[config.mk]
export PLATFORM = sky130hd
export DESIGN_NAME = mailbox_switch
export DESIGN_NICKNAME = d
export VERILOG_FILES = /design/src/hdl/mailbox_pkg.sv /design/src/hdl/mailbox_switch.sv /design/src/hdl/mailbox_enqueue.sv /design/src/hdl/mailbox_qos_arbiter.sv /design/src/hdl/mailbox_ingress.sv /design/src/hdl/mailbox_fifo.sv
export SDC_FILE = /design/constraint.sdc
export NUM_CORES = 1
export LEC_CHECK = 0
export BUFFER_PORTS_ARGS = -buffer_cell sky130_fd_sc_hd__buf_2
export CORE_AREA = 2 2 249 251
export DETAILED_ROUTE_END_ITERATION = 10
export DIE_AREA = 0 0 251 253
export GPL_ROUTABILITY_DRIVEN = 0
export GPL_TIMING_DRIVEN = 0
export PLACE_DENSITY = 0.62
export SLEW_MARGIN = 20
export SYNTH_ARGS = -nofsm -noshare
export SYNTH_HDL_FRONTEND = slang
export SYNTH_SLANG_ARGS = --single-unit
[constraint.sdc]
create_clock -name clk -period 10.95 [get_ports clk]
set_clock_uncertainty 0.2 [all_clocks]
set_input_delay 0.5475 -clock clk [delete_from_list [all_inputs] [get_ports clk]]
set_output_delay 0.5475 -clock clk [all_outputs]
set_load 0.05 [all_outputs]
[src/hdl/mailbox_pkg.sv]
`default_nettype none

package mailbox_pkg;

  localparam int addr_w    = 16;
  localparam int data_w    = 32;
  localparam int strb_w    = 4;
  localparam int num_ports = 3;

  // Port order: 0 = dl0, 1 = dl1, 2 = up
  typedef logic [1:0]           port_idx_t;
  typedef logic [num_ports-1:0] port_mask_t;

  // Cluster and local id bytes both use FF for broadcast
  localparam logic [7:0] broadcast_id   = 8'hFF;
  localparam logic [3:0] hops_max       = 4'd15;
  localparam logic [1:0] be_min_service = 2'd3;

  typedef struct packed {
    logic       prio;
    logic [3:0] hops;
    logic       parity;
  } mailbox_tag_t;

  typedef struct packed {
    logic [addr_w-1:0] adr;
    logic [data_w-1:0] dat;
    logic [strb_w-1:0] strb;
    mailbox_tag_t      tag;
  } flit_t;

  // Even parity over payload data, prio and hops
  function automatic logic compute_parity(input logic [data_w-1:0] data,
                                          input mailbox_tag_t tag);
    return (^data) ^ tag.prio ^ (^tag.hops);
  endfunction

  function automatic mailbox_tag_t update_tag(input mailbox_tag_t tag_in,
                                              input logic [data_w-1:0] data);
    mailbox_tag_t tag_out;
    tag_out = tag_in;
    if (tag_out.hops != hops_max) tag_out.hops = tag_out.hops + 4'd1;
    tag_out.parity = compute_parity(data, tag_out);
    return tag_out;
  endfunction

endpackage

`default_nettype wire
[src/hdl/mailbox_switch.sv]
`default_nettype none
`timescale 1ns/100ps

module mailbox_switch import mailbox_pkg::*; #(
  parameter logic [7:0] cluster_id = 8'h01,
  parameter int         fifo_depth = 2
) (
  input  logic clk,
  input  logic rst_n,
  // Leaf and uplink masters
  input  logic dl0_awvalid, output logic dl0_awready, input logic [addr_w-1:0] dl0_awaddr,
  input  logic dl0_wvalid,  output logic dl0_wready,  input logic [data_w-1:0] dl0_wdata,
  input  logic [strb_w-1:0] dl0_wstrb, input mailbox_tag_t dl0_tag,
  output logic dl0_bvalid,  input  logic dl0_bready,
  input  logic dl1_awvalid, output logic dl1_awready, input logic [addr_w-1:0] dl1_awaddr,
  input  logic dl1_wvalid,  output logic dl1_wready,  input logic [data_w-1:0] dl1_wdata,
  input  logic [strb_w-1:0] dl1_wstrb, input mailbox_tag_t dl1_tag,
  output logic dl1_bvalid,  input  logic dl1_bready,
  input  logic up_awvalid,  output logic up_awready,  input logic [addr_w-1:0] up_awaddr,
  input  logic up_wvalid,   output logic up_wready,   input logic [data_w-1:0] up_wdata,
  input  logic [strb_w-1:0] up_wstrb, input mailbox_tag_t up_tag,
  output logic up_bvalid,   input  logic up_bready,
  // Outbound slaves, write only
  output logic m_dl0_awvalid, input logic m_dl0_awready, output logic [addr_w-1:0] m_dl0_awaddr,
  output logic m_dl0_wvalid,  input logic m_dl0_wready,  output logic [data_w-1:0] m_dl0_wdata,
  output logic [strb_w-1:0] m_dl0_wstrb, output mailbox_tag_t m_dl0_tag,
  output logic m_dl1_awvalid, input logic m_dl1_awready, output logic [addr_w-1:0] m_dl1_awaddr,
  output logic m_dl1_wvalid,  input logic m_dl1_wready,  output logic [data_w-1:0] m_dl1_wdata,
  output logic [strb_w-1:0] m_dl1_wstrb, output mailbox_tag_t m_dl1_tag,
  output logic m_up_awvalid,  input logic m_up_awready,  output logic [addr_w-1:0] m_up_awaddr,
  output logic m_up_wvalid,   input logic m_up_wready,   output logic [data_w-1:0] m_up_wdata,
  output logic [strb_w-1:0] m_up_wstrb, output mailbox_tag_t m_up_tag
);

  logic       [num_ports-1:0]      req, accept, sel_valid, enq;
  port_mask_t [num_ports-1:0]      tgt, arb_req;
  flit_t      [num_ports-1:0]      flit, fifo_w_data, fifo_head;
  port_mask_t                      prio;
  logic       [num_ports-1:0][3:0] hops;
  port_idx_t  [num_ports-1:0]      sel;
  logic       [num_ports-1:0]      fifo_full, fifo_w_en, fifo_empty, out_ready;

  // --------------------------------------------------
  // Ingress ports
  // --------------------------------------------------
  mailbox_ingress #(.cluster_id(cluster_id), .is_uplink(1'b0)) u_ingress_dl0 (
    .clk(clk), .rst_n(rst_n), .awvalid(dl0_awvalid), .awready(dl0_awready),
    .awaddr(dl0_awaddr), .wvalid(dl0_wvalid), .wready(dl0_wready), .wdata(dl0_wdata),
    .wstrb(dl0_wstrb), .tag(dl0_tag), .bvalid(dl0_bvalid), .bready(dl0_bready),
    .req(req[0]), .tgt(tgt[0]), .flit(flit[0]), .accept(accept[0])
  );

  mailbox_ingress #(.cluster_id(cluster_id), .is_uplink(1'b0)) u_ingress_dl1 (
    .clk(clk), .rst_n(rst_n), .awvalid(dl1_awvalid), .awready(dl1_awready),
    .awaddr(dl1_awaddr), .wvalid(dl1_wvalid), .wready(dl1_wready), .wdata(dl1_wdata),
    .wstrb(dl1_wstrb), .tag(dl1_tag), .bvalid(dl1_bvalid), .bready(dl1_bready),
    .req(req[1]), .tgt(tgt[1]), .flit(flit[1]), .accept(accept[1])
  );

  mailbox_ingress #(.cluster_id(cluster_id), .is_uplink(1'b1)) u_ingress_up (
    .clk(clk), .rst_n(rst_n), .awvalid(up_awvalid), .awready(up_awready),
    .awaddr(up_awaddr), .wvalid(up_wvalid), .wready(up_wready), .wdata(up_wdata),
    .wstrb(up_wstrb), .tag(up_tag), .bvalid(up_bvalid), .bready(up_bready),
    .req(req[2]), .tgt(tgt[2]), .flit(flit[2]), .accept(accept[2])
  );

  mailbox_enqueue u_enqueue (
    .req(req), .tgt(tgt), .flit(flit), .accept(accept),
    .arb_req(arb_req), .prio(prio), .hops(hops), .sel(sel), .sel_valid(sel_valid),
    .enq(enq), .fifo_full(fifo_full), .fifo_w_en(fifo_w_en), .fifo_w_data(fifo_w_data)
  );

  // --------------------------------------------------
  // Per-output arbiter and queue
  // --------------------------------------------------
  assign out_ready = {m_up_awready & m_up_wready,
                      m_dl1_awready & m_dl1_wready,
                      m_dl0_awready & m_dl0_wready};

  for (genvar o = 0; o < num_ports; o++) begin : g_out
    mailbox_qos_arbiter u_arbiter (
      .clk(clk), .rst_n(rst_n), .arb_req(arb_req[o]), .prio(prio), .hops(hops),
      .enq(enq[o]), .sel(sel[o]), .sel_valid(sel_valid[o])
    );

    mailbox_fifo #(.T(flit_t), .depth(fifo_depth)) u_fifo (
      .clk(clk), .rst_n(rst_n), .w_en(fifo_w_en[o]), .w_data(fifo_w_data[o]),
      .full(fifo_full[o]), .r_en(!fifo_empty[o] && out_ready[o]),
      .r_data(fifo_head[o]), .empty(fifo_empty[o])
    );
  end

  // Outbound writes are fire and forget
  assign m_dl0_awvalid = !fifo_empty[0];
  assign m_dl0_wvalid  = !fifo_empty[0];
  assign m_dl0_awaddr  = fifo_head[0].adr;
  assign m_dl0_wdata   = fifo_head[0].dat;
  assign m_dl0_wstrb   = fifo_head[0].strb;
  assign m_dl0_tag     = fifo_head[0].tag;

  assign m_dl1_awvalid = !fifo_empty[1];
  assign m_dl1_wvalid  = !fifo_empty[1];
  assign m_dl1_awaddr  = fifo_head[1].adr;
  assign m_dl1_wdata   = fifo_head[1].dat;
  assign m_dl1_wstrb   = fifo_head[1].strb;
  assign m_dl1_tag     = fifo_head[1].tag;

  assign m_up_awvalid  = !fifo_empty[2];
  assign m_up_wvalid   = !fifo_empty[2];
  assign m_up_awaddr   = fifo_head[2].adr;
  assign m_up_wdata    = fifo_head[2].dat;
  assign m_up_wstrb    = fifo_head[2].strb;
  assign m_up_tag      = fifo_head[2].tag;

endmodule

`default_nettype wire

[src/hdl/mailbox_enqueue.sv]
`default_nettype none
`timescale 1ns/100ps

module mailbox_enqueue import mailbox_pkg::*; (
  // Per source
  input  logic       [num_ports-1:0]      req,
  input  port_mask_t [num_ports-1:0]      tgt,
  input  flit_t      [num_ports-1:0]      flit,
  output logic       [num_ports-1:0]      accept,

  // Per output, toward the arbiters
  output port_mask_t [num_ports-1:0]      arb_req,
  output port_mask_t                      prio,
  output logic       [num_ports-1:0][3:0] hops,
  input  port_idx_t  [num_ports-1:0]      sel,
  input  logic       [num_ports-1:0]      sel_valid,
  output logic       [num_ports-1:0]      enq,

  // Per output, toward the FIFOs
  input  logic       [num_ports-1:0]      fifo_full,
  output logic       [num_ports-1:0]      fifo_w_en,
  output flit_t      [num_ports-1:0]      fifo_w_data
);

  // --------------------------------------------------
  // Requests seen by each output arbiter
  // --------------------------------------------------
  always_comb begin
    for (int s = 0; s < num_ports; s++) begin
      prio[s] = flit[s].tag.prio;
      hops[s] = flit[s].tag.hops;
    end
    for (int o = 0; o < num_ports; o++) begin
      for (int s = 0; s < num_ports; s++) begin
        arb_req[o][s] = req[s] && tgt[s][o] && !fifo_full[o];
      end
    end
  end

  // Broadcast needs every targeted output to pick the same source
  always_comb begin
    for (int s = 0; s < num_ports; s++) begin
      accept[s] = req[s] && (tgt[s] != '0);
      for (int o = 0; o < num_ports; o++) begin
        if (tgt[s][o] && !(sel_valid[o] && (sel[o] == port_idx_t'(s)))) begin
          accept[s] = 1'b0;
        end
      end
    end
  end

  // --------------------------------------------------
  // FIFO write mux
  // --------------------------------------------------
  always_comb begin
    fifo_w_en   = '0;
    fifo_w_data = '0;
    for (int s = 0; s < num_ports; s++) begin
      for (int o = 0; o < num_ports; o++) begin
        if (accept[s] && tgt[s][o]) begin
          fifo_w_en[o]   = 1'b1;
          fifo_w_data[o] = flit[s];
        end
      end
    end
  end

  assign enq = fifo_w_en;

endmodule

`default_nettype wire

[src/hdl/mailbox_qos_arbiter.sv]
`default_nettype none
`timescale 1ns/100ps

module mailbox_qos_arbiter import mailbox_pkg::*; (
  input  logic                          clk,
  input  logic                          rst_n,
  input  port_mask_t                    arb_req,
  input  port_mask_t                    prio,
  input  logic [num_ports-1:0][3:0]     hops,
  input  logic                          enq,
  output port_idx_t                     sel,
  output logic                          sel_valid
);

  port_idx_t  rr_ptr;
  logic [1:0] lat_cnt;

  logic       any_lat;
  logic       any_be;
  logic       force_be;
  port_mask_t eligible;

  port_idx_t  scan_idx;
  logic [3:0] best_hops;

  // --------------------------------------------------
  // Class filter
  // --------------------------------------------------
  assign any_lat  = |(arb_req & prio);
  assign any_be   = |(arb_req & ~prio);

  // Best effort gets a turn after a run of latency grants
  assign force_be = (lat_cnt == be_min_service) && any_be;

  always_comb begin
    if (force_be) begin
      eligible = arb_req & ~prio;
    end else if (any_lat) begin
      eligible = arb_req & prio;
    end else begin
      eligible = arb_req;
    end
  end

  // --------------------------------------------------
  // Oldest flit wins, scan starts at the round-robin pointer
  // --------------------------------------------------
  always_comb begin
    sel       = '0;
    sel_valid = 1'b0;
    best_hops = '0;
    scan_idx  = '0;
    for (int i = 0; i < num_ports; i++) begin
      if (int'(rr_ptr) + i >= num_ports) begin
        scan_idx = port_idx_t'(int'(rr_ptr) + i - num_ports);
      end else begin
        scan_idx = port_idx_t'(int'(rr_ptr) + i);
      end
      // Strict compare so the earlier source keeps a tie
      if (eligible[scan_idx] && (!sel_valid || (hops[scan_idx] > best_hops))) begin
        sel       = scan_idx;
        sel_valid = 1'b1;
        best_hops = hops[scan_idx];
      end
    end
  end

  // --------------------------------------------------
  // State update on enqueue
  // --------------------------------------------------
  always_ff @(posedge clk or negedge rst_n) begin
    if (!rst_n) begin
      rr_ptr  <= '0;
      lat_cnt <= '0;
    end else if (enq) begin
      if (rr_ptr == port_idx_t'(num_ports - 1)) begin
        rr_ptr <= '0;
      end else begin
        rr_ptr <= rr_ptr + 2'd1;
      end

      if (!prio[sel]) begin
        lat_cnt <= '0;
      end else if (lat_cnt != be_min_service) begin
        lat_cnt <= lat_cnt + 2'd1;
      end
    end
  end

  a_sel_requests: assert property (@(posedge clk) disable iff (!rst_n)
    sel_valid |-> arb_req[sel])
    else $error("selected source %0d has no request", sel);

endmodule

`default_nettype wire

[src/hdl/mailbox_ingress.sv]
`default_nettype none
`timescale 1ns/100ps

module mailbox_ingress import mailbox_pkg::*; #(
  parameter logic [7:0] cluster_id = 8'h01,
  parameter bit         is_uplink  = 1'b0
) (
  input  logic              clk,
  input  logic              rst_n,
  input  logic              awvalid,
  output logic              awready,
  input  logic [addr_w-1:0] awaddr,
  input  logic              wvalid,
  output logic              wready,
  input  logic [data_w-1:0] wdata,
  input  logic [strb_w-1:0] wstrb,
  input  mailbox_tag_t      tag,
  output logic              bvalid,
  input  logic              bready,
  output logic              req,
  output port_mask_t        tgt,
  output flit_t             flit,
  input  logic              accept
);

  // Target masks, bit order dl0, dl1, up
  localparam port_mask_t mask_dl0    = 3'b001;
  localparam port_mask_t mask_dl1    = 3'b010;
  localparam port_mask_t mask_leaves = 3'b011;
  localparam port_mask_t mask_up     = 3'b100;

  logic [7:0] cluster;
  logic [7:0] local_id;
  logic       resp_pending;

  assign cluster  = awaddr[15:8];
  assign local_id = awaddr[7:0];

  // --------------------------------------------------
  // Destination decode
  // --------------------------------------------------
  always_comb begin
    tgt = '0;
    if (cluster == broadcast_id) begin
      // Global broadcast never goes back toward the center
      tgt = is_uplink ? mask_leaves : (mask_leaves | mask_up);
    end else if (cluster == cluster_id) begin
      if (local_id == broadcast_id) tgt = mask_leaves;
      else if (local_id == 8'd0) tgt = mask_dl0;
      else if (local_id == 8'd1) tgt = mask_dl1;
    end else if (!is_uplink) begin
      tgt = mask_up;
    end
  end

  // Empty mask keeps the write stalled here
  assign req = awvalid && wvalid && !resp_pending && (tgt != '0);

  always_comb begin
    flit.adr  = awaddr;
    flit.dat  = wdata;
    flit.strb = wstrb;
    flit.tag  = update_tag(tag, wdata);
  end

  assign awready = accept;
  assign wready  = accept;

  // --------------------------------------------------
  // Write response
  // --------------------------------------------------
  always_ff @(posedge clk or negedge rst_n) begin
    if (!rst_n) begin
      resp_pending <= 1'b0;
    end else if (resp_pending && bready) begin
      resp_pending <= 1'b0;
    end else if (accept) begin
      resp_pending <= 1'b1;
    end
  end

  assign bvalid = resp_pending;

  a_accept_needs_req: assert property (@(posedge clk) disable iff (!rst_n)
    accept |-> req)
    else $error("accept without a pending request");

endmodule

`default_nettype wire

[src/hdl/mailbox_fifo.sv]
`default_nettype none
`timescale 1ns/100ps

module mailbox_fifo #(
  parameter type T     = logic,
  parameter int  depth = 2
) (
  input  logic clk,
  input  logic rst_n,
  input  logic w_en,
  input  T     w_data,
  output logic full,
  input  logic r_en,
  output T     r_data,
  output logic empty
);

  localparam int ptr_w = (depth > 1) ? $clog2(depth) : 1;
  localparam int cnt_w = $clog2(depth + 1);

  T                 mem [depth];
  logic [ptr_w-1:0] wr_ptr;
  logic [ptr_w-1:0] rd_ptr;
  logic [cnt_w-1:0] count;

  assign full   = (count == cnt_w'(depth));
  assign empty  = (count == '0);
  assign r_data = mem[rd_ptr];

  always_ff @(posedge clk) begin
    if (w_en) mem[wr_ptr] <= w_data;
  end

  // Pointers wrap at depth, count tracks occupancy
  always_ff @(posedge clk or negedge rst_n) begin
    if (!rst_n) begin
      wr_ptr <= '0;
      rd_ptr <= '0;
      count  <= '0;
    end else begin
      if (w_en) begin
        wr_ptr <= (wr_ptr == ptr_w'(depth - 1)) ? '0 : wr_ptr + 1'b1;
      end
      if (r_en) begin
        rd_ptr <= (rd_ptr == ptr_w'(depth - 1)) ? '0 : rd_ptr + 1'b1;
      end
      case ({w_en, r_en})
        2'b10:   count <= count + 1'b1;
        2'b01:   count <= count - 1'b1;
        default: count <= count;
      endcase
    end
  end

  a_no_write_full: assert property (@(posedge clk) disable iff (!rst_n)
    w_en |-> !full)
    else $error("write into full FIFO");

  a_no_read_empty: assert property (@(posedge clk) disable iff (!rst_n)
    r_en |-> !empty)
    else $error("read from empty FIFO");

endmodule

`default_nettype wire

* Word-level counts from Yosys, hierarchy flattened *
Memories as Yosys holds them, arrays and structs flattened.
Index checks and enable logic that the tools add are counted.
Widths: inputs -> output; s select.

word-level totals
  bits in registers = 27
  bits in writable memories = 348
  input port bits = 191
  output and inout port bits = 189
  word-level logic and storage cells = 433
  memories kept = 3

memory list
  name                 words  width  read ports  clocked after Yosys merged registers in  wr ports  RTL line            source
  g_out[0].u_fifo.mem  2      58     1           0                                        1         mailbox_fifo.sv:21  T mem [depth];
  g_out[1].u_fifo.mem  2      58     1           0                                        1         mailbox_fifo.sv:21
  g_out[2].u_fifo.mem  2      58     1           0                                        1         mailbox_fifo.sv:21

operators by class
  $add $sub $neg = 36
  magnitude comparators = 27
  equality and inequality tests = 42
  mux-type cells = 156
  bitwise logic cells = 16
  reduce and logical (&&, ||, !) cells = 135

operators with widths
  kind                 count
  $mux 58              9
  $reduce_xor 32->1    3
  $bmux 4 s2           9
  $logic_and 1x1->1    72
  $mux 4               18
  $mux 2               30
  $mux 1               57
  $mux 3               18
  $eq 8x1->1 const B   6
  $eq 8x8->1 const B   6
  $lt 2x3->1 const B   12
  $eq 2x2->1 const B   15
  $bmux 1 s2           12
  $gt 4x4->1           6
  $logic_not 1->1      24
  $logic_not 8->1      3
  $add 2x1->2 const B  9
  $and 3x3->3          6
  $ge 3x2->1 const B   6
  $reduce_or 3->1      6
  $sub 2x1->2 const B  9
  $add 4x1->4 const B  3
  $eq 2x1->1 const B   6
  $logic_not 2->1      6
  16 further kinds     61

* Depth between registers and ports, before layout *
  word-level depth = 38
  gate-level depth with buffers = 36
  mapped depth without buffers = 34

* Modules after synthesis *
A second synthesis with hierarchy kept.

second synthesis, totals
  cells, all modules = 2340
  area, all modules = 24903.9 µm²

by module, submodules not included
  module                               instances  cells an instance  area each (µm²)  seq. area each (µm²)
  mailbox_fifo                         3          197                4415.5           3583.4
  mailbox_enqueue                      1          855                4903.5           0.0
  mailbox_qos_arbiter                  3          170                1241.2           100.1
  mailbox_ingress (u_ingress_dl0 ...)  2          126                979.7            25.0
  mailbox_ingress (u_ingress_up)       1          123                1011.0           25.0
  mailbox_switch                       1          9                  60.1             0.0

* Worst setup path before layout *
OpenSTA, ideal clock, no wires.

  path type = input -> register
  start point = input port dl1_awaddr[4]
  end point = memory g_out[1].u_fifo.mem[1][0] (netlist bit) (enable)
  library setup time = 0.480 ns
  arrival = 8.601 ns
  data required time = 10.270 ns
  setup slack = 1.669 ns
  cell stages on the path = 28
  path buffers = 1
  cells stage by stage = or4_1 -> nor4_1 -> o211a_1 -> o21a_1 -> o2111ai_1 -> a21oi_1 -> nand2_1 -> ha_1 -> nor2b_1 -> o21a_1 -> o21a_1 -> o21a_1 -> o21ai_0 -> nor2b_1 -> a31oi_1 -> ha_1 -> nor2b_1 -> o21ai_0 -> nand2b_1 -> a21oi_1 -> a41oi_1 -> a31o_2 -> o22a_1 -> o2bb2ai_1 -> o211a_1 -> buf_2 -> nor3_4 -> nor2b_1

between the ends
  longest elaborated chain between the ends = 38
  elaborated cells on any way between the ends = 157
  classes of those cells = 6 x order compare; 8 x eq/ne; 67 x mux; 6 x bitwise; 70 x reduce/logical

RTL lines
  what                              RTL line                                      source
  start, declared                   mailbox_switch.sv:15                          input logic dl1_awvalid, output logic dl1_awready, input logic [addr_w-1:0] dl1_awaddr,
  $eq 8x1->1                        mailbox_ingress.sv:50                         else if (local_id == 8'd1) tgt = mask_dl1;
  $mux 2                            mailbox_ingress.sv:50
  $mux 3                            mailbox_ingress.sv:49                         else if (local_id == 8'd0) tgt = mask_dl0;
  $mux 3 (*)                        mailbox_ingress.sv:48                         if (local_id == broadcast_id) tgt = mask_leaves;
  $mux 3 (*)                        mailbox_ingress.sv:47                         end else if (cluster == cluster_id) begin
  $mux 3 (*)                        mailbox_ingress.sv:44                         if (cluster == broadcast_id) begin
  $reduce_bool 3->1                 mailbox_enqueue.sv:43, mailbox_ingress.sv:57
  $logic_and 1x1->1                 mailbox_ingress.sv:57                         assign req = awvalid && wvalid && !resp_pending && (tgt != '0);
  (+19 left out)                    -
  $logic_not 1->1                   mailbox_enqueue.sv:45                         if (tgt[s][o] && !(sel_valid[o] && (sel[o] == port_idx_t'(s)))) begin
  $logic_and 1x1->1                 mailbox_enqueue.sv:45
  $mux 1 (3 in series)              mailbox_enqueue.sv:45
  $logic_and 1x1->1                 mailbox_enqueue.sv:60                         if (accept[s] && tgt[s][o]) begin
  $mux 1 (2 in series)              mailbox_enqueue.sv:60
  $mux 1 (*)                        mailbox_enqueue.sv:60
  $mux 1 (*)                        mailbox_fifo.sv:31                            if (w_en) mem[wr_ptr] <= w_data;
  $mux 1 (implied by the code) (*)  mailbox_fifo.sv:31
  end, declared                     mailbox_fifo.sv:21

Every way passes the cells marked *; elsewhere a longest branch is shown, timed or not. The select of a mux whose other input is x is not followed.

==> summary.md <==
| Metric | Value |
|---|---|
| Run status | `finished, final reports clean` |
| Critical path's slowest cell | `nor4b_1` |
| Top cells by count, synth | `edfxtp_1, mux2_2, nor2_1, a21oi_1, xnor2_1` |
| Synth area leader | `edfxtp_1` |
| Required time worst endpoint | `11150 ps` |
| Fin Hold WS | `50.3 ps` |
| Largest net degree at the start of global routing | `28` |
| Max VDD drop | `116 uV` |
| Via-to-Cell Ratio | `5.65` |
| Measured slew at the worst slew-check pin | `1170 ps` |
| Hold crit path type | `in -> reg` |
| Final min period | `9570 ps` |
| Initial Utilization | `34.5%` |
| Initial antenna violation count | `10` |
| Share of layout cells above drive strength 1 | `30.4%` |
| CTS Buf Count | `44` |
| Die W | `251 um` |
| Overall Power | `6570 uW` |
| Total track usage | `23.7%` |
| CP endpoint | `g_out[2].u_fifo.mem[0][0]` |
| FF-to-FF path depth | `28` |
| Via Count | `17400` |
| Critical Path Sink Type | `flip-flop` |
| # IOs | `380` |
| Register area share after synthesis | `52.8%` |
| Routed Antenna Nets | `0` |
| First-pass iteration count of the detailed router | `7` |
| Ys flop type | `edfxtp_1` |
| DRC | `0` |
| Final hold viol count | `0` |
| Synth Area per Inst | `11.7 um2` |
| DIE AREA | `63500 um2` |
| Area Growth Syn to Fin | `22.6%` |
| Reg-to-reg startpoint | `g_out[0].u_arbiter.lat_cnt[0]` |
| Cell variety after synth | `81` |
| Total Neg Setup Slack | `0 ps` |
| Worst-Skew Late Latency | `570 ps` |
| Most frequent CP cell | `a21oi_1` |
| Post-Syn Instances | `1807` |
| Type of origin of the critical path | `primary input` |
| Yosys warning count | `0` |
| MaxCap Viol Count | `0` |
| Vias in the first global route | `16900` |
| Post-Route WL | `77800 um` |
| Avg WL per Cell | `25.3 um` |
| Crit-path max FO | `10` |
| 1st-iter DRT viols | `1731` |
| Lkg Pwr | `0.0103 uW` |
| Async SR Flop Fraction | `7.20%` |
| Most numerous cell in the Yosys netlist | `edfxtp_1` |
| TritonCTS clock tree | `done` |
| Hold_sp | `up_bready` |
| RSZ-0062 raised after global routing | `false` |
| Final Cycle Share | `87.4%` |
| CP max stage delay | `900 ps` |
| Slew HR | `22.0%` |
| DP HPWL | `59300 um` |
| FMAX | `104 MHz` |
| Row count | `91` |
| Synthesized area | `21100 um2` |
| Setup slack, reg-to-reg | `2040 ps` |
| Count of flip-flops with a built-in enable after synthesis | `348` |
| Final slew viol count | `0` |
| Worst-case clock buffer depth | `3` |
| RR Endpoint | `g_out[2].u_fifo.mem[0][0]` |
| DIE HEIGHT | `253 um` |
| Root buf cell | `clkbuf_16` |
| Pwr dens | `254 nW/um2` |
| Port bufs | `376` |
| CP Data Arrival Time | `9770 ps` |
| Clk sinks | `375` |
| Final core occ | `42.3%` |
| Grt total ovfl | `0` |
| Mapped Nets | `2043` |
| Resized Gates After CTS | `0` |
| Core ar. | `61000 um2` |
| Clk slew on worst S/H paths | `60 ps` |
| Crit path from | `dl1_awaddr[9]` |
| Endpoints failing setup | `0` |
| Cells taking the most area after synthesis | `edfxtp_1, mux2_2, xnor2_1, dfrtp_1, ha_1` |
| Register area | `11100 um2` |
| Nets@finish | `2482` |
| H-tree level count | `2` |
| Flops & latches, synth | `375` |
| Yosys top cell area share | `49.6%` |
| WS Path Type | `in -> reg` |
| Multi-input logic area | `9290 um2` |
| Fillers | `5778` |
| First-pass GRT wire length | `111000 um` |
## through the flow
stage               setup WS (ps)  std cells  instance area [um2]
finish                       1380       3078                25800
global route                  780       3071                25800
global placement            -2750       2973                23900
detailed placement           1080       2989                24300
CTS                          1660       3070                25800
floorplan                    1670       1807                21100
## cell families after synthesis
family          synth area share [%]
mux                             11.0
fa+ha+maj                       2.72
simple gates                    9.29
xor+xnor                        5.32
compound gates                  15.5
buf+inv                         3.35
flops                           52.8
## worst min-delay path by stage
stage | end | slack [ps] | cells past startpoint
floorplan | g_out[0].u_arbiter.lat_cnt[0] | 50 | 0
global placement | g_out[0].u_arbiter.lat_cnt[1] | 270 | 1
detailed placement | g_out[0].u_arbiter.lat_cnt[1] | 270 | 1
CTS | u_ingress_dl1.bvalid | 20 | 3
global route | u_ingress_dl0.bvalid | 60 | 3
finish | u_ingress_up.bvalid | 50 | 3
## state kept, by name, summed over array words and instances (netlist names)
name	flops
g_out.u_arbiter.lat_cnt	6
g_out.u_fifo.wr_ptr	3
g_out.u_fifo.rd_ptr	3
g_out.u_fifo.count	6
u_ingress_up.bvalid	1
g_out.u_arbiter.rr_ptr	6
g_out.u_fifo.mem	348
u_ingress_dl1.bvalid	1
u_ingress_dl0.bvalid	1
## placed cells by master, fill, tap and decap left out, types with 7 or more instances in the layout
cell type,n
and3_1,7
dfrtp_1,27
xor2_1,24
o21ai_0,81
nor2_1,136
a21o_1,21
and2_1,11
o22ai_1,34
xnor2_1,104
clkbuf_16,46
nand4_1,25
o211ai_1,17
nand3_1,16
o21ai_1,15
diode_2,8
o21a_1,21
o2111ai_1,8
or2_2,13
o211a_1,7
ha_1,45
buf_1,12
buf_12,9
nand2b_1,18
edfxtp_1,348
mux2i_1,18
clkbuf_1,89
nor3_1,12
a222oi_1,41
buf_2,387
clkinv_1,8
mux2_2,187
buf_4,7
nand2_1,101
a22o_1,53
o31ai_1,7
nor2b_1,14
a21oi_1,110
inv_1,68
## routing by layer
layer / vias up / GRT usage, % / wire [um]
met2: 908 / 40.8 / 37900
met5: - / 0 / 111
li1: 7774 / - / -
met1: 8578 / 30.3 / 31600
met3: 116 / 4.82 / 6280
met4: 18 / 6.34 / 1920
## repair_timing
item	in CTS	in global routing
endpoints found under the hold margin	27	0
setup buffers	0	0
hold buffers	1	0
## worst max-delay path: cells and delay by family
| family | cells | cell delay, ps |
|---|---|---|
| AOI/OAI and AO/OA | 13 | 3720 |
| muxes | 1 | 510 |
| adders and majority gates | 2 | 580 |
| buffers and inverters | 4 | 1970 |
| and+or+nand+nor | 10 | 2420 |
## power breakdown
part | switching (uW) | total, uW | leakage [uW] | internal (uW)
Clock | 616 | 1500 | 0.000697 | 887
Combinational | 2160 | 3150 | 0.00585 | 994
Sequential | 65.4 | 1920 | 0.00379 | 1850
Total | 2840 | 6570 | 0.0103 | 3730
## final cells by class
cell class | count | area share [%]
sequential | 375 | 43.1
tap | 790 | 3.83
inverter | 68 | 0.988
timing repair buffer | 393 | 8.67
multi-input combinational | 1254 | 36.0
clock buffer | 55 | 4.59
clock inverter | 25 | 1.06
antenna | 8 | 0.0775
buffer | 110 | 1.75
No activity file was read; power rests on OpenSTA's default activity.
